--- src/logic/icache_pkg.sv ---
package icache_pkg;

	localparam int ADDR_W         = 64;
	localparam int WORD_W         = 64;
	localparam int OFFSET_W       = 5;  // 32-byte line
	localparam int WORDS_PER_LINE = 4;
	localparam int BEAT_W         = 2;
	localparam int BEAT_LSB       = 3;  // word select is addr[4:3]

	typedef logic [ADDR_W-1:0] addr_t;
	typedef logic [WORD_W-1:0] word_t;
	typedef logic [BEAT_W-1:0] beat_t;

	// stage 1 -> stage 2
	typedef struct packed {
		logic  valid;
		addr_t addr;
	} lookup_s;

	typedef enum logic [1:0] {
		IDLE    = 2'd0,
		REQUEST = 2'd1,
		FILL    = 2'd2,
		REPLAY  = 2'd3
	} refill_state_e;

endpackage

--- src/logic/icache_lookup_stage.sv ---
`timescale 1ns/10ps

module icache_lookup_stage import icache_pkg::*; #(
	parameter int INDEX_W = 6
) (
	input  logic               clk,
	input  logic               rst_n,
	input  logic               cpu_req_valid,
	input  addr_t              cpu_req_addr,
	input  logic               freeze,
	input  logic               replay,
	input  addr_t              miss_addr,
	output lookup_s            lookup,
	output logic [INDEX_W-1:0] rd_index,
	output beat_t              rd_beat
);

	lookup_s req;    // accepted request, waits here for the stores
	addr_t   next_addr;

	always_comb begin
		next_addr = replay ? miss_addr : req.addr;
		rd_index  = next_addr[OFFSET_W +: INDEX_W];
		rd_beat   = next_addr[BEAT_LSB +: BEAT_W];
	end

	always_ff @(posedge clk) begin
		if (!rst_n) begin
			req    <= '0;
			lookup <= '0;
		end else if (replay) begin
			lookup <= '{valid: 1'b1, addr: miss_addr}; // req keeps the held request
		end else if (freeze) begin
			lookup.valid <= 1'b0;
		end else begin
			lookup <= req;
			req    <= '{valid: cpu_req_valid, addr: cpu_req_addr};
		end
	end

endmodule

--- config.mk ---
export PLATFORM = sky130hd
export DESIGN_NAME = icache_lookup_stage
export DESIGN_NICKNAME = d
export VERILOG_FILES = /design/src/logic/icache_pkg.sv /design/src/logic/icache_lookup_stage.sv
export SDC_FILE = /design/constraint.sdc
export NUM_CORES = 1
export LEC_CHECK = 0
export BUFFER_PORTS_ARGS = -buffer_cell sky130_fd_sc_hd__buf_4
export CAP_MARGIN = 20
export CORE_AREA = 3 3 110 112
export DETAILED_ROUTE_END_ITERATION = 12
export DIE_AREA = 0 0 113 115
export PLACE_DENSITY = 0.95
export REMOVE_ABC_BUFFERS = 1
export SYNTH_ARGS = -nofsm -noshare
export SYNTH_HDL_FRONTEND = slang
export SYNTH_SLANG_ARGS = --single-unit
export TNS_END_PERCENT = 10
--- constraint.sdc ---
create_clock -name clk -period 2.6 [get_ports clk]
set_clock_uncertainty 0.1 [all_clocks]
set_input_delay 0.13 -clock clk [delete_from_list [all_inputs] [get_ports clk]]
set_output_delay 0.13 -clock clk [all_outputs]
set_load 0.03 [all_outputs]
Word level (Yosys, flattened, before mapping)
Cells that the tools add are included.
{"block": "word_totals", "reg_bits": 130, "latchBits": 0, "mem_bits_rw": 0, "romBits": 0, "in_bits": 133, "out_inout_bits": 73, "wordCells": 12, "memories": 0}
{"block": "op_classes", "n_addsub": 0, "multipliers": 0, "n_div": 0, "magnitude_cmp": 0, "eq_ne": 1, "n_shift": 0, "n_mux": 4, "bitwise_logic": 2, "reduce_logical": 1}
{"cell": "65-bit 2-to-1 mux", "n": 1}
{"cell": "64-bit 2-to-1 mux", "n": 1}
{"cell": "11-bit 2-to-1 mux", "n": 1}
{"cell": "2-bit by 1-bit inequality test with 1-bit output, second input constant", "n": 1}
{"cell": "1-bit inverter", "n": 2}
{"cell": "2-bit AND reduction", "n": 1}
{"cell": "1-bit 2-to-1 mux", "n": 1}

Depth between registers and ports, before layout
{"block": "logic_depth", "word_depth": 2, "mapped_depth": 6, "mapped_depth_nobuf": 2}

Worst setup path before layout
Ideal clock, no wire load.
{"block": "synth_path", "path_kind": "in2out", "startpoint": "input replay", "endpoint": "output rd_beat[0]", "arrival_ns": 1.021, "required_ns": 2.370, "path_slack_ns": 1.349, "path_stages": 5, "n_path_buf": 4, "cell_sequence": "buf_6 -> buf_6 -> buf_2 -> mux2_2 -> buf_4"}
{"block": "synth_between", "elab_chain_cells": 1}
{"element": "start: declaration", "line": "icache_lookup_stage.sv:11", "text": "input logic replay,"}
{"element": "11-bit 2-to-1 mux", "line": "icache_lookup_stage.sv:22", "text": "next_addr = replay ? miss_addr : req.addr;"}
{"element": "end: declaration", "line": "icache_lookup_stage.sv:15", "text": "output beat_t rd_beat"}
Every way passes these cells.

Worst setup path after layout
{"block": "layout_path", "startpoint": "input replay", "endpoint": "output rd_index[1]"}
{"block": "layout_between", "elab_chain_cells": 1}
{"element": "11-bit 2-to-1 mux", "line": "icache_lookup_stage.sv:22"}
{"element": "end: declaration", "line": "icache_lookup_stage.sv:14", "text": "output logic [INDEX_W-1:0] rd_index,"}
Every way passes these cells.

==> out/metrics.cfg <==
[critical_path]
crit_path_top_delay_cell=buf_4
end_kind=output pin
cp.arrival_ns=1.47
critical_path.startpoint_type=input pin
regToRegSetupSlack_ns=1.63
path_class=input pin to output pin
slowest_delay_ns=0.45
worstPathRequired_ns=2.37
crit_buf_inv=3
crit_path_frequent_cell=buf_4
crit_fanout=64
crit_chain=buf_4 -> buf_12 -> mux2_2 -> buf_4
cp_top_family=buffers and inverters

[routing]
wirelength_um=20190
vias_per_cell=5.669
vias=5930
drt_iter0_markers=348
wire_per_inst_um=19.31
first_pass_iters=5
route.detailed.drc=0
drtAntennaViolNets=0

[clocking]
clock-sinks=130
clkSlewWorstSetupHoldPaths_ns=0.05
clockRootBuffer=clkbuf_16
cts_tree=yes
cts-htree-levels=4
cts_buffers=17
clk-insertion-delay-late_ns=0.41
clockBufferDepth=2

[floorplanning]
die_height_um=115
io_pins=206
start_util_pct=54.10
rows=39
die_area_um2=13000
die_width_um=113
fp.coreArea_um2=11320

[timing]
slew_viol_final=0
rsz0062_at_grt=false
timing.final.crit_period_ns=1.698
finalSetupViolCount=0
hold_viol=0
fmax_ghz=0.5889
slew_headroom_pct=50.46
worst_slew_pin_slew_ns=0.7431
period_share_pct=65.31

[global_route]
grt-ovfl-total=0
grt_util_all_layers_pct=30.22
antenna_found_initial=1
grt_pass1_vias=6187
grt_pass1_wl_um=30910
grt_start_max_net_pins=89

[power_and_ir_drop]
total_power_mw=6.057
p_int_mw=4.570
leakage_nw=3.973
ir_drop_mv=0.4124
power.density_nw_per_um2=636.6
clock_power_share_pct=46.3
combinationalPowerShare_pct=17.7
p_seq_share_pct=36.0
p_sw_share_pct=24.56
switchingPower_mw=1.488

[cells_and_area]
ff_latch_area_um2=2603
nets=1022
multi_input_area_um2=3088
fin_util_pct=84.05
drive_above_1_share_pct=34.04
nFillCells=573
final_cells=1046
syn2layout_area_growth_pct=55.36

[logic_synthesis]
ys.flop_type=dfxtp_1
synth_edf_count=0
synth_seq_cells=130
synth-warning-count=0
yosys-top-cells-area=dfxtp_1, mux2i_1, a211oi_2
ys_seq_area_share_pct=42.49
synth_area_um2=6125
synth.distinct_cells=18
async_flop_share_pct=0
postSynthCellCount=601
synth_top_area_share_pct=42.49
yosys.area.top_type=dfxtp_1
syn_avg_cell_area_um2=10.19

[job]
timing.max_cap.violations=0

[placement]
hpwlAfterDp_um=10040
port_buffers=205
dp.cells=889
place.gp.congestion=0.7808

[min_path]
hold_path.class=input pin to register

[run_status]
status=finished, final reports clean

==> metrics by stage <==
stage | setup slack, ns | setup TNS [ns] | area, µm² | hold WS (ns)
2_1_floorplan | -0.3589 | -39.58 | 5698 | 0.2072
3_3_place_gp | 0.9603 | 0 | 7576 | 0.3391
3_5_place_dp | 0.9285 | 0 | 7576 | 0.3487
4_1_cts | 0.9263 | 0 | 9513 | 0.0006962
5_1_grt | 0.7999 | 0 | 9515 | 0.01271
6_report | 0.9019 | 0 | 9515 | 0.01192
==> state kept, by name, summed over array words and instances (netlist names) <==
register and count:
lookup 65, req 65
==> layer usage <==
layer | track usage [%] | routed length [µm]
met1 | 31.31 | 7418
met2 | 54.58 | 10570
met3 | 7.158 | 1112
met4 | 19.79 | 1096
met5 | 0 | 0
==> repair_timing <==
action,CTS,global route
hold buffers,124,0
setup buffers,0,0
endpoints found under the hold margin,124,0
resized for setup,0,0
==> layout make-up <==
cell class	count	area share, %
antenna	1	0.02630
timing repair buffer	341	30.86
sequential	130	27.35
clock buffer	23	5.233
clock inverter	9	2.078
tap	143	1.880
inverter	2	0.1183
multi-input combinational	397	32.45
==> cell usage in the layout, fill, tap and decap left out <==
cell type	count
buf_4	211
dfxtp_1	130
dlygate4sd3_1	124
a21oi_1	66
or3b_1	65
mux2i_1	64
nor2b_1	64
o21ai_0	54
a211oi_2	49
clkbuf_16	17
a211oi_1	15
o21ai_1	11
mux2_2	8
bufinv_16	6
clkbuf_8	5
buf_12	5
clkinv_2	3
diode_2	1
inv_4	1
nand2b_1	1
clkinvlp_4	1
clkbuf_1	1
buf_6	1
==> cell families after synthesis <==
logic type / Yosys count / synth area share, %
AO/OA/AOI/OAI: 195 / 22.55
buffers and inverters: 74 / 7.089
flip-flops: 130 / 42.49
multiplexers: 72 / 11.93
AND/OR/NAND/NOR: 130 / 15.93
==> synthesized netlist by cell type, types with 5 or more instances <==
cell type	n
nor2b_1	64
o21ai_1	11
o21ai_0	54
mux2_2	8
buf_4	10
clkbuf_1	41
dfxtp_1	130
mux2i_1	64
buf_6	15
a211oi_1	15
a21oi_1	66
a211oi_2	49
buf_2	5
or3b_1	65
==> power by group through the flow <==
stage / combinational, mW / clock (mW) / sequential [mW]
final: 1.07 / 2.81 / 2.18
after global routing: 1.13 / 2.91 / 2.19
after CTS: 1.03 / 2.80 / 2.18
after detailed placement: 0.878 / 0 / 2.22
after global placement: 0.855 / 0 / 2.21
after floorplan: 0.317 / 0 / 2.34
==> worst min-delay path: cells and delay by family <==
family          cells  cell delay (ns)
compound gates      1             0.07
buf+inv             1             0.11
simple gates        1             0.15
==> worst paths after layout <==
path / startpoint / to / depth (start not counted)
max: replay / rd_index[1] / 4
min: cpu_req_addr[44] / req[44] / 3
max reg2reg: lookup[49] / lookup[49] / 2
min reg2reg: req[15] / req[15] / 2
Note: power is estimated with default switching activity, not from simulation.
