--- config.mk ---
export PLATFORM = sky130hd
export DESIGN_NAME = icache_hit_stage
export DESIGN_NICKNAME = d
export VERILOG_FILES = /design/src/logic/icache_pkg.sv /design/src/logic/icache_hit_stage.sv
export SDC_FILE = /design/constraint.sdc
export NUM_CORES = 1
export LEC_CHECK = 0
export BUFFER_PORTS_ARGS = -buffer_cell sky130_fd_sc_hd__buf_2
export CAP_MARGIN = 20
export CORE_AREA = 2 2 173 175
export DETAILED_ROUTE_END_ITERATION = 12
export DIE_AREA = 0 0 175 177
export SETUP_SLACK_MARGIN = 0.4
export SLEW_MARGIN = 0
export SYNTH_ARGS = -nofsm -noshare
export SYNTH_HDL_FRONTEND = slang
export SYNTH_SLANG_ARGS = --single-unit
--- constraint.sdc ---
create_clock -name clk -period 8.8 [get_ports clk]
set_clock_uncertainty 0.1 [all_clocks]
set_input_delay 0.44 -clock clk [delete_from_list [all_inputs] [get_ports clk]]
set_output_delay 0.44 -clock clk [all_outputs]
set_load 0.05 [all_outputs]
--- src/logic/icache_pkg.sv ---
package icache_pkg;

	localparam int ADDR_W         = 64;
	localparam int WORD_W         = 64;
	localparam int OFFSET_W       = 5;  // 32-byte line
	localparam int WORDS_PER_LINE = 4;
	localparam int BEAT_W         = 2;
	localparam int BEAT_LSB       = 3;  // word select is addr[4:3]

	typedef logic [ADDR_W-1:0] addr_t;
	typedef logic [WORD_W-1:0] word_t;
	typedef logic [BEAT_W-1:0] beat_t;

	// stage 1 -> stage 2
	typedef struct packed {
		logic  valid;
		addr_t addr;
	} lookup_s;

	typedef enum logic [1:0] {
		IDLE    = 2'd0,
		REQUEST = 2'd1,
		FILL    = 2'd2,
		REPLAY  = 2'd3
	} refill_state_e;

endpackage

--- src/logic/icache_hit_stage.sv ---
`timescale 1ns/10ps

module icache_hit_stage import icache_pkg::*; #(
	parameter int INDEX_W = 6
) (
	input  logic                               clk,
	input  logic                               rst_n,
	input  lookup_s                            lookup,
	input  logic [ADDR_W-OFFSET_W-INDEX_W-1:0] rd_tag0,
	input  logic [ADDR_W-OFFSET_W-INDEX_W-1:0] rd_tag1,
	input  logic [1:0]                         rd_valid,
	input  logic                               rd_lru,
	input  word_t                              rd_word0,
	input  word_t                              rd_word1,
	input  logic                               freeze,
	output logic                               cpu_ready,
	output word_t                              cpu_data_read,
	output logic                               touch_en,
	output logic [INDEX_W-1:0]                 touch_index,
	output logic                               touch_way,
	output logic                               miss,
	output logic                               victim_way,
	output addr_t                              miss_addr
);

	localparam int TAG_W = ADDR_W - OFFSET_W - INDEX_W;

	logic [TAG_W-1:0] tag;
	logic             hit0;
	logic             hit1;
	logic             hit;

	always_comb begin
		tag  = lookup.addr[ADDR_W-1 -: TAG_W];
		hit0 = rd_valid[0] && (rd_tag0 == tag);
		hit1 = rd_valid[1] && (rd_tag1 == tag);
		hit  = lookup.valid && (hit0 || hit1);
		miss = lookup.valid && !hit;

		// invalid way first, way 0 before way 1, then lru
		if (!rd_valid[0])
			victim_way = 1'b0;
		else if (!rd_valid[1])
			victim_way = 1'b1;
		else
			victim_way = rd_lru;

		miss_addr   = lookup.addr;
		touch_en    = hit && !freeze;
		touch_index = lookup.addr[OFFSET_W +: INDEX_W];
		touch_way   = hit1;
	end

	always_ff @(posedge clk) begin
		if (!rst_n)
			cpu_ready <= 1'b0;
		else
			cpu_ready <= hit && !freeze;
	end

	always_ff @(posedge clk) begin
		if (hit && !freeze)
			cpu_data_read <= hit1 ? rd_word1 : rd_word0; // held between pulses
	end

endmodule

Word-level counts from Yosys, hierarchy flattened
Index checks and enable logic that the tools add are counted.

Add/sub/neg operators: 0. Divide/modulo/power cells: 0. $mul: 0. Order comparisons: 0. Eq/ne operators: 2. Bitwise logic cells: 0. Reduce and logical (&&, ||, !) cells: 8. Mux-type cells: 3. Shift-type cells: 0.

Operator list (count): equality test 53 bit (2); 2-to-1 mux 64 bit (1); logical AND 1 bit (5); zero test 1 bit (2); 2-to-1 mux 1 bit (2); logical OR 1 bit (1).

Output and inout bits: 139. Latch bits: 0. Logic and storage cells: 15. Memories kept: 0. RAM bits: 0. Register bits after elaboration: 65. Memory bits (read-only): 0.

Depth between registers and ports, before layout
Word-level depth: 6. Depth in mapped cells: 7. Gate-level depth less buffers: 6.

Least setup slack after synthesis
Ideal clock, no wire load.

Kind: input port to flip-flop. Start: input lookup[52] (netlist name). End: register cpu_data_read[0] (enable). Stages: 5. Data required time: 8158 ps. Library setup time: 542 ps. Path buffers: 0. Path slack: 2401 ps. Data arrival time: 5757 ps. Cells stage by stage: nor2b_1 > a2111o_1 > or4_1 > or4_1 > a21oi_1.

Word-level cells in the longest chain between the ends: 5. Elaborated cells on any way between the ends: 7. Those cells by class: 2 x eq/ne; 5 x reduce/logical.

Ends and longest elaborated chain: start, declared (line icache_hit_stage.sv:8) `input lookup_s lookup,`; equality test 53 bit, on equally long branches (line icache_hit_stage.sv:35, icache_hit_stage.sv:36); logical AND 1 bit, on equally long branches (line icache_hit_stage.sv:35, icache_hit_stage.sv:36); logical OR 1 bit (*) (line icache_hit_stage.sv:37) `hit = lookup.valid && (hit0 || hit1);`; logical AND 1 bit (*) (line icache_hit_stage.sv:37); logical AND 1 bit (*); named net touch_en (line icache_hit_stage.sv:18) `output logic touch_en,`; end signal, assigned (line icache_hit_stage.sv:63) `cpu_data_read <= hit1 ? rd_word1 : rd_word0;`; end, declared (line icache_hit_stage.sv:17) `output word_t cpu_data_read,`.

Mark *: on every way through the listed nets, which the timed path passes. The rest lies on a longest branch. A chain may end at the register's enable or synchronous reset.

Final worst setup path
Start: input lookup[22] (netlist name). End: output touch_en.

Word-level cells in the longest chain between the ends: 5. Elaborated cells on any way between the ends: 7. Those cells by class: 2 x eq/ne; 5 x reduce/logical.

Ends and longest elaborated chain: equality test 53 bit, on equally long branches (line icache_hit_stage.sv:35, icache_hit_stage.sv:36); logical AND 1 bit, on equally long branches (line icache_hit_stage.sv:35, icache_hit_stage.sv:36); logical OR 1 bit (*) (line icache_hit_stage.sv:37); logical AND 1 bit (*) (line icache_hit_stage.sv:37); logical AND 1 bit (*) (line icache_hit_stage.sv:49) `touch_en = hit && !freeze;`; end, declared (line icache_hit_stage.sv:18).

Every way passes the cells marked *; elsewhere a longest branch is shown, timed or not.

==> impl_metrics.csv <==
group,metric,value,unit
status,result_of_the_run,"completed",
flow_run,max-cap-violations,0,
timing,slew_headroom,30.5,%
clocking,ctsHtreeMaxLevel,3,
global_routing,overflow,0,
final_layout,layout.filler_cells,3182,
setup_path,endpoint_kind,"primary output",
synth,synthesis.area,4850,µm²
setup_path,crit_required,8.26,ns
setup_path,critical_path.max_fanout,40,
clocking,clock_tree_from_tritoncts,"yes",
clocking,cts.root.buffer_cell,"clkbuf_16",
timing,slew_violations,0,
place,placer_congestion,0.838,
global_routing,pin_count_of_the_biggest_net_entering_global_routing,58,
drt,remaining_drc_errors,0,
setup_path,startpoint_type,"primary input",
clocking,clock-sinks,65,
final_layout,layout.nets,1035,
final_layout,layout-drive-gt1-share,67.8,%
setup_path,critPathKind,"in2out",
final_layout,post-route-util,24.2,%
synth,cell_variety_after_synth,36,
drt,dr.first_iter.drc_count,108,
synth,syn-mean-instance-area,12.9,µm²
timing,hold_violations,0,
global_routing,number_of_global_route_vias_before_repair,4227,
drt,route.detailed.wl_per_inst,17.8,µm
final_layout,area_growth,45.8,%
die,die_height,177,µm
timing,tightest_slew,1.04,ns
drt,routed_via_density,3.75,
global_routing,grt_pass1_wl,27000,µm
timing,rsz0062_at_grt,"false",
drt,first_pass_iters,4,
synth,synth_largest_area_cell,"edfxtp_1",
drt,num_vias,4220,
synth,synth_largest_type_area_fraction,39.6,%
timing,finalWorstPathRequiredPeriod,4.81,ns
power,p_leak,3.26,nW
clocking,maximum_clock_path_buffer_count,2,
synth,synth.area.top_cells,"edfxtp_1 40%, mux2_4 19%, buf_4 11%",
power,power.ir.vdd_worst,0.0000772,V
global_routing,number_of_antenna_violations_at_the_first_check_in_global_routing,6,
die,starting_density_of_the_core,16.6,%
global_routing,grt.total_usage,12.4,%
die,die_w,175,µm
die,core_area,29200,µm²
clocking,cts.clk_slew.worst_paths,0.06,ns
timing,share_of_the_cycle_needed_by_the_critical_path_after_routing,54.7,%
timing,clock.fmax,208,MHz
setup_path,critical_path_arrival,4.27,ns
clocking,post_cts_buffers,0,
clocking,post_cts_resize_count,0,
place,placement.io_buffers,415,
clocking,cts_buffers,9,
timing,final.setup.tns,0,ns
synth,postSynthCellCount,377,
synth,syn_nets,682,
synth,synth.ff_latch_count,65,
timing,timing.hold.ws,0.225,ns
power,power_per_cell_area,124,nW/µm²
drt,totalWireLength,20000,µm
place,place.detailed.hpwl,17700,µm
hold_path,class_of_the_worst_hold_path,"in2reg",
die,num_io_pins,444,
die,design.die.area,31000,µm²
drt,ant_nets,0,
synth,ys.warnings.count,0,
timing,finalSetupViolations,0,
die,rows,63,
clocking,post_cts_hold_buffer_count,0,
synth,synth_sequential_area_ratio,40.1,%
-- per-layer routing --
layer	up-vias	share of wire, %	track usage [%]
li1	1985	-	-
met1	1896	34	12.0
met2	307	55	25.1
met3	30	8.5	2.88
met4	2	2.7	4.69
met5	-	0.065	0
-- metrics by stage --
step	area [µm²]	std cells	total power [mW]	worst slack, ns
final	7070	1126	0.880	3.99
after detailed placement	6800	1109	0.576	3.72
after global routing	7070	1126	0.919	3.63
after floorplan	4850	377	0.497	2.40
after global placement	6800	1109	0.574	3.80
after CTS	7060	1125	0.895	3.72
-- path summary, 6_finish.rpt --
check,from,to,slack [ns],depth (start not counted)
worst min-delay path,rst_n,cpu_ready,0.23,3
worst max-delay path,lookup[22],touch_en,3.99,9
-- worst max-delay path, stage by stage --
cell and delay, ns:
buf_2 0.13, xnor2_1 0.23, nand4_1 0.12, nor4_1 0.58, nand2_1 0.30, or4_1 0.75, a21oi_4 0.75, buf_4 0.56
buf_2 0.36
-- synth_stat cells (all sizes together) --
cell,n
nor3b,1
xnor2,51
nor2,4
nand2b,7
mux2,64
buf,76
dfxtp,1
nor2b,3
o211ai,1
a21oi,1
and3,1
inv,14
nand3,1
and2b,1
a221oi,1
a2111oi,1
a222oi,1
a2111o,1
xor2,39
o221ai,1
a21boi,1
edfxtp,64
o2111ai,2
nand4,14
nand2,4
o21ai,1
o22ai,3
nor4,12
and4,1
nand4bb,1
a211oi,1
or4,2
o2bb2ai,1
-- cell families after synthesis --
| kind of cell | after synthesis | synth area share (%) |
|---|---|---|
| xor+xnor | 90 | 16.3 |
| compound gates | 16 | 2.58 |
| flops | 65 | 40.1 |
| buf+inv | 90 | 14.4 |
| simple gates | 52 | 7.20 |
| mux | 64 | 19.5 |
-- area by class of cell --
class                           instances  area [µm²]  area share, %
Clock buffer                            9         225           3.19
Timing Repair Buffer                  418        2100           29.7
Antenna cell                            1        2.50         0.0354
Sequential cell                        65        1940           27.5
Inverter                               14        52.6          0.744
Clock inverter                          7        37.5          0.531
Tap cell                              390         488           6.91
Multi-Input combinational cell        222        2220           31.4
-- state kept, by name (all words and copies together), names as in the netlist --
signal / count
cpu_data_read: 64
cpu_ready: 1
-- where the power goes --
part / switching (mW) / total [mW] / internal (mW)
registers: 0.0000000000000000332 / 0.340 / 0.340
clock network: 0.126 / 0.313 / 0.187
logic: 0.124 / 0.227 / 0.103
total: 0.250 / 0.880 / 0.629
-- placed cells by master, fill, tap and decap left out, types with 4 or more instances in the layout --
cell type  Yosys  layout
clkbuf_16      0       9
mux2_4        60      60
buf_2          0     415
nor4_1        12      12
nand4_1       14      14
xnor2_1       51      51
inv_1         14      14
edfxtp_1      64      64
mux2_2         4       4
nand2_1        4       4
xor2_1        39      39
nand2b_1       7       7
Power figures use the tool's default switching activity.
