$ cat config.mk
export PLATFORM = sky130hd
export DESIGN_NAME = icache_refill
export DESIGN_NICKNAME = d
export VERILOG_FILES = /design/src/logic/icache_pkg.sv /design/src/logic/icache_refill.sv
export SDC_FILE = /design/constraint.sdc
export NUM_CORES = 1
export LEC_CHECK = 0
export BUFFER_PORTS_ARGS = -buffer_cell sky130_fd_sc_hd__buf_2
export CORE_AREA = 10 10 123 125
export CTS_BUF_LIST = sky130_fd_sc_hd__clkbuf_16
export DETAILED_ROUTE_END_ITERATION = 10
export DIE_AREA = 0 0 133 135
export PLACE_DENSITY = 0.62
export REMOVE_ABC_BUFFERS = 1
export SLEW_MARGIN = 0
export SYNTH_ARGS = -nofsm -noshare
export SYNTH_HDL_FRONTEND = slang
export SYNTH_SLANG_ARGS = --single-unit
$ cat constraint.sdc
create_clock -name clk -period 3.4 [get_ports clk]
set_clock_uncertainty 0.15 [all_clocks]
set_input_delay 0.51 -clock clk [delete_from_list [all_inputs] [get_ports clk]]
set_output_delay 0.51 -clock clk [all_outputs]
set_load 0.02 [all_outputs]
$ cat src/logic/icache_pkg.sv
package icache_pkg;

	localparam int ADDR_W         = 64;
	localparam int WORD_W         = 64;
	localparam int OFFSET_W       = 5;  // 32-byte line
	localparam int WORDS_PER_LINE = 4;
	localparam int BEAT_W         = 2;
	localparam int BEAT_LSB       = 3;  // word select is addr[4:3]

	typedef logic [ADDR_W-1:0] addr_t;
	typedef logic [WORD_W-1:0] word_t;
	typedef logic [BEAT_W-1:0] beat_t;

	// stage 1 -> stage 2
	typedef struct packed {
		logic  valid;
		addr_t addr;
	} lookup_s;

	typedef enum logic [1:0] {
		IDLE    = 2'd0,
		REQUEST = 2'd1,
		FILL    = 2'd2,
		REPLAY  = 2'd3
	} refill_state_e;

endpackage

$ cat src/logic/icache_refill.sv
`timescale 1ns/10ps

module icache_refill import icache_pkg::*; #(
	parameter int INDEX_W = 6
) (
	input  logic                               clk,
	input  logic                               rst_n,
	input  logic                               miss,
	input  logic                               victim_way,
	input  addr_t                              miss_addr,
	output addr_t                              mem_req_addr,
	output logic                               mem_req_valid,
	input  word_t                              mem_data_read,
	input  logic                               mem_ready,
	output logic                               freeze,
	output logic                               replay,
	output logic                               tag_wr_en,
	output logic [INDEX_W-1:0]                 tag_wr_index,
	output logic                               tag_wr_way,
	output logic [ADDR_W-OFFSET_W-INDEX_W-1:0] tag_wr_tag,
	output logic                               data_wr_en,
	output logic [INDEX_W-1:0]                 data_wr_index,
	output logic                               data_wr_way,
	output beat_t                              data_wr_beat,
	output word_t                              data_wr_data
);

	localparam int TAG_W = ADDR_W - OFFSET_W - INDEX_W;

	refill_state_e state;
	addr_t         line_addr;
	logic          way;
	beat_t         beat_cnt;
	logic          beat_in;

	assign beat_in = mem_ready && (state == REQUEST || state == FILL);

	always_ff @(posedge clk) begin
		if (!rst_n) begin
			state    <= IDLE;
			beat_cnt <= '0;
		end else begin
			case (state)
				IDLE: if (miss) begin
					state    <= REQUEST;
					beat_cnt <= '0;
				end
				REQUEST: if (mem_ready) begin
					state    <= FILL;
					beat_cnt <= beat_cnt + 1'b1;
				end
				FILL: if (mem_ready) begin
					beat_cnt <= beat_cnt + 1'b1;
					if (beat_cnt == beat_t'(WORDS_PER_LINE - 1))
						state <= REPLAY;
				end
				default: state <= IDLE;  // REPLAY
			endcase
		end
	end

	always_ff @(posedge clk) begin
		if (state == IDLE && miss) begin
			line_addr <= {miss_addr[ADDR_W-1:OFFSET_W], {OFFSET_W{1'b0}}};
			way       <= victim_way;
		end
	end

	always_comb begin
		// request goes out in the miss cycle itself, together with busy
		mem_req_valid = (state == IDLE && miss) || state == REQUEST;
		mem_req_addr  = (state == IDLE) ?
			{miss_addr[ADDR_W-1:OFFSET_W], {OFFSET_W{1'b0}}} : line_addr;
		freeze = (state != IDLE) || miss;
		replay = (state == REPLAY);

		data_wr_en    = beat_in;
		data_wr_index = line_addr[OFFSET_W +: INDEX_W];
		data_wr_way   = way;
		data_wr_beat  = beat_cnt;
		data_wr_data  = mem_data_read;

		tag_wr_en    = beat_in && state == FILL && beat_cnt == beat_t'(WORDS_PER_LINE - 1);
		tag_wr_index = line_addr[OFFSET_W +: INDEX_W];
		tag_wr_way   = way;
		tag_wr_tag   = line_addr[ADDR_W-1 -: TAG_W];
	end

endmodule

; ---- After elaboration in Yosys (flattened, before gate mapping)
; Index checks and enable logic that the tools add are counted.
[totals]
register_bits = 64
in_bits = 133
out_inout_bits = 202
word_cells = 36
[op_classes]
add_sub_neg = 1
n_eq_ne = 9
mux = 9
n_reduce_logical = 13
[op_table]
columns = op, n
row1 = 64-bit 2-to-1 mux, 1
row2 = 2-bit 2-to-1 mux, 6
row3 = 2-bit == test (second input constant), 3
row4 = 2-bit != test (second input constant), 3
row5 = 2-bit case mux with 3 select lines, 1
row6 = 1-bit logical AND, 4
row7 = 2-bit by 1-bit != test with 1-bit output (second input constant), 2
row8 = 2-bit case mux with 2 select lines, 1
row9 = 4-bit AND reduction, 1
row10 = 2-bit nonzero test, 2
row11 = 1-bit logical OR, 3
row12 = 3-bit AND reduction, 1
row13 = 2-bit by 1-bit adder with 2-bit output (second input constant), 1
row14 = 2-bit by 1-bit == test with 1-bit output (second input constant), 1
row15 = 2-bit logical NOT, 1
row16 = 2-bit OR reduction, 1

; ---- Depth between registers and ports, before layout
[depth]
ltp_word = 5
mapped_depth = 6
mapped_depth_nobuf = 5

; ---- Worst setup path after synthesis
; No wires, ideal clock.
[synth_path]
path_type = register to output
startpoint = register state[0]
endpoint = output port mem_req_valid
arrival_ns = 2.525
required_time_ns = 2.740
slack_ns = 0.215
stages_incl_launch_ff = 6
cell_sequence = dfxtp_1 inv_1 ha_1 buf_6 and2_1 or2_2
[synth_via]
elab_chain_len = 3
elab_cells_between_ends = 4
cone_classes = eq/ne: 1 / reduce/logical: 3
[synth_lines]
columns = element, line
row1 = from (decl), icache_refill.sv:30  ; refill_state_e state;
row2 = from (signal assigned), icache_refill.sv:40  ; state <= IDLE;
row3 = from (signal assigned), icache_refill.sv:45  ; state <= REQUEST;
row4 = from (signal assigned), icache_refill.sv:49  ; state <= FILL;
row5 = 2-bit logical NOT, icache_refill.sv:71  ; mem_req_valid = (state == IDLE && miss) || state == REQUEST;
row6 = 1-bit logical AND, icache_refill.sv:71
row7 = 1-bit logical OR (*), icache_refill.sv:71
row8 = to (decl), icache_refill.sv:12  ; output logic mem_req_valid,
; Mark *: on every way between the ends. The rest lies on a longest branch, timed or not.

; ---- Worst setup path after layout
[layout_path]
startpoint = register state[1]
endpoint = output port mem_req_addr[12]
[layout_via]
elab_chain_len = 2
[layout_lines]
columns = element, line
row1 = 2-bit logical NOT, icache_refill.sv:72  ; mem_req_addr = (state == IDLE) ?
row2 = 64-bit 2-to-1 mux, icache_refill.sv:72
row3 = to (decl), icache_refill.sv:11  ; output addr_t mem_req_addr,
; No other way between the ends.

==> flow_metrics.tcl <==
set metrics [dict create \
    dr.pass1.iters 4 \
    syn_avg_cell_area_um2 14.25 \
    stdcell_area_um2 4342 \
    tritoncts "yes" \
    dp_hpwl_um 11730 \
    clkSlewWorstSetupHoldPaths_ns 0.06 \
    arrival_ns 2.10 \
    ios 335 \
    drtAntennaViolNets 0 \
    ir_worst_vdd_uv 417.6 \
    critPathLaunchType "flip-flop" \
    cp_max_fo 25 \
    fin_ws_ns 0.6415 \
    rows 41 \
    seq_area_frac_synth_pct 54.55 \
    syn_area_um2 3450 \
    cts_buffers 9 \
    period_needed_ns 2.759 \
    setup_viol_count_final 0 \
    finalNonFillerCells 550 \
    ys_top_cells_by_area "edfxtp_1, mux2_2, buf_4" \
    placed_cell_area_um2 4063 \
    drt_wl_total_um 14450 \
    fin_util_pct 34.54 \
    wl_per_cell_um 26.27 \
    min_path_type "primary input to flip-flop" \
    critical_path.startpoint "state[1]" \
    track_usage_pct 15.41 \
    synth_top_area_share_pct 52.23 \
    fill_cells 1244 \
    grt_pass1_vias 2808 \
    path_delay_family "adder cells" \
    r2r_start "state[1]" \
    place_worst_setup_slack_ns 0.9472 \
    antenna_found_initial 2 \
    yosys_warnings 0 \
    yosysTopAreaCell "edfxtp_1" \
    crit_buf_inv 3 \
    place_congestion 0.7636 \
    fin_crit_sh_pct 81.13 \
    dieArea_um2 17960 \
    place_inst 534 \
    criticalPathCategory "flip-flop to output port" \
    max_stage_delay_ns 0.53 \
    grt_max_degree 61 \
    synth_edf_count 60 \
    clkLatencyLatePin_ns 0.33 \
    cp.required_ns 2.74 \
    cts_resized 0 \
    drive_gt1_share_pct 72.68 \
    p_leak_nw 1.914 \
    coreArea_um2 12570 \
    htree_levels 3 \
    grt_overflow 0 \
    cp_cell_sequence "inv_1 > ha_2 > buf_12 > mux2_2 > buf_2" \
    async_flop_share_pct 0 \
    worstMarginPinSlew_ns 0.7906 \
    root_buffer "clkbuf_16" \
    syn_inst 242 \
    regToRegSetupSlack_ns 0.98 \
    seq_area_um2 1882 \
    die_w_um 133 \
    critPathCaptureType "output port" \
    holdWs_ns 0.2143 \
    ys_seq_elements 64 \
    remaining_drc_errors 0 \
    rsz0062_at_grt "false" \
    finalHoldViolations 0 \
    reg2reg_to "line_addr[15]" \
    fin_tns_setup_ns 0 \
    port_buffers 196 \
    ys.flop_type "edfxtp_1" \
    synth_cell_types 26 \
    max_cap_viol_count 0 \
    die_h_um 135 \
    slew_violations 0 \
    slowest_stage "ha_2" \
    cp.depth 5 \
    cts_num_sinks 64 \
    design_power_total_mw 4.355 \
    run_status "complete, no violations" \
    area_delta_synth_final_pct 25.86 \
    drt_iter0_drc 66 \
    maxClockFrequency_mhz 362.5 \
    power_density_nw_per_um2 1003 \
    multiInputGateArea_um2 925.9 \
    grt_first_pass_wirelength_um 20320 \
    final_nets 511 \
    cts_buffer_depth 2 \
    via_count 2482 \
    start_util_pct 27.45 \
    crit_path_end "mem_req_addr[12]" \
    routed_via_density 4.513 \
    r2r_cells 4 \
    cts_hold_buf 0 \
    max_slew_margin_pct 47.29 \
    post_cts_buffers 0 \
]
power breakdown:
group | internal (mW) | switching, mW
sequential | 1.11 | 0.0943
clock | 0.552 | 0.316
combinational | 0.882 | 1.40
synthesized netlist by cell type, drive strengths merged (2+ instances only):
cell	n
a21oi	3
and2	2
and2b	2
buf	83
dfxtp	4
edfxtp	60
ha	5
inv	3
mux2	59
nand2	3
nand2b	5
state kept, by name, indices dropped and copies added (netlist names):
| register | count |
|---|---|
| data_wr_beat | 2 |
| state | 2 |
| data_wr_way | 1 |
| line_addr | 59 |
cells in the final DEF, fill, tap and decap left out, types with 2 or more instances in the layout:
cell | Yosys | layout
nand2_1 | 3 | 3
clkbuf_16 | 0 | 9
nand2b_1 | 4 | 4
dfxtp_1 | 4 | 4
clkinv_1 | 0 | 3
ha_1 | 5 | 4
edfxtp_1 | 60 | 60
buf_12 | 0 | 2
mux2_2 | 59 | 59
and2b_1 | 2 | 2
buf_2 | 0 | 196
a21oi_1 | 3 | 3
clkinv_2 | 0 | 2
inv_1 | 3 | 3
conb_1 | 1 | 5
how the worst min path moves through the flow:
stage	slack, ns	depth (start not counted)	end	from
3_5_place_dp	0.36	2	state[1]	state[1]
3_3_place_gp	0.35	2	state[1]	state[1]
2_1_floorplan	0.32	2	state[1]	state[1]
4_1_cts	0.20	1	line_addr[22]	miss_addr[22]
6_report	0.21	1	line_addr[22]	miss_addr[22]
5_1_grt	0.20	1	line_addr[22]	miss_addr[22]
layer usage:
metal,GRT usage (%),part of all wire (%)
met1,17.86,42
met2,16.77,34
met3,17.14,23
met4,4.829,1.1
met5,6.122,0.87
cell families (layout without fill, tap and decap cells):
group	count (synthesis)	after routing	share of synthesized area [%]
buffers and inverters	86	217	19.15
flip-flops	64	64	54.55
multiplexers	60	60	19.55
AND/OR/NAND/NOR	17	17	3.047
AO/OA/AOI/OAI	9	9	1.778
adder cells (fa/ha/maj)	5	5	1.814
other	1	6	0.1087
cell type report:
cell class / count / share of cell area, %
Sequential cell: 64 / 43.34
Antenna cell: 1 / 0.05764
Timing Repair Buffer: 199 / 23.69
Clock buffer: 9 / 5.187
Tap cell: 172 / 4.957
Inverter: 3 / 0.2594
Clock inverter: 6 / 1.182
Multi-Input combinational cell: 96 / 21.33
Power figures use the tool's default switching activity.
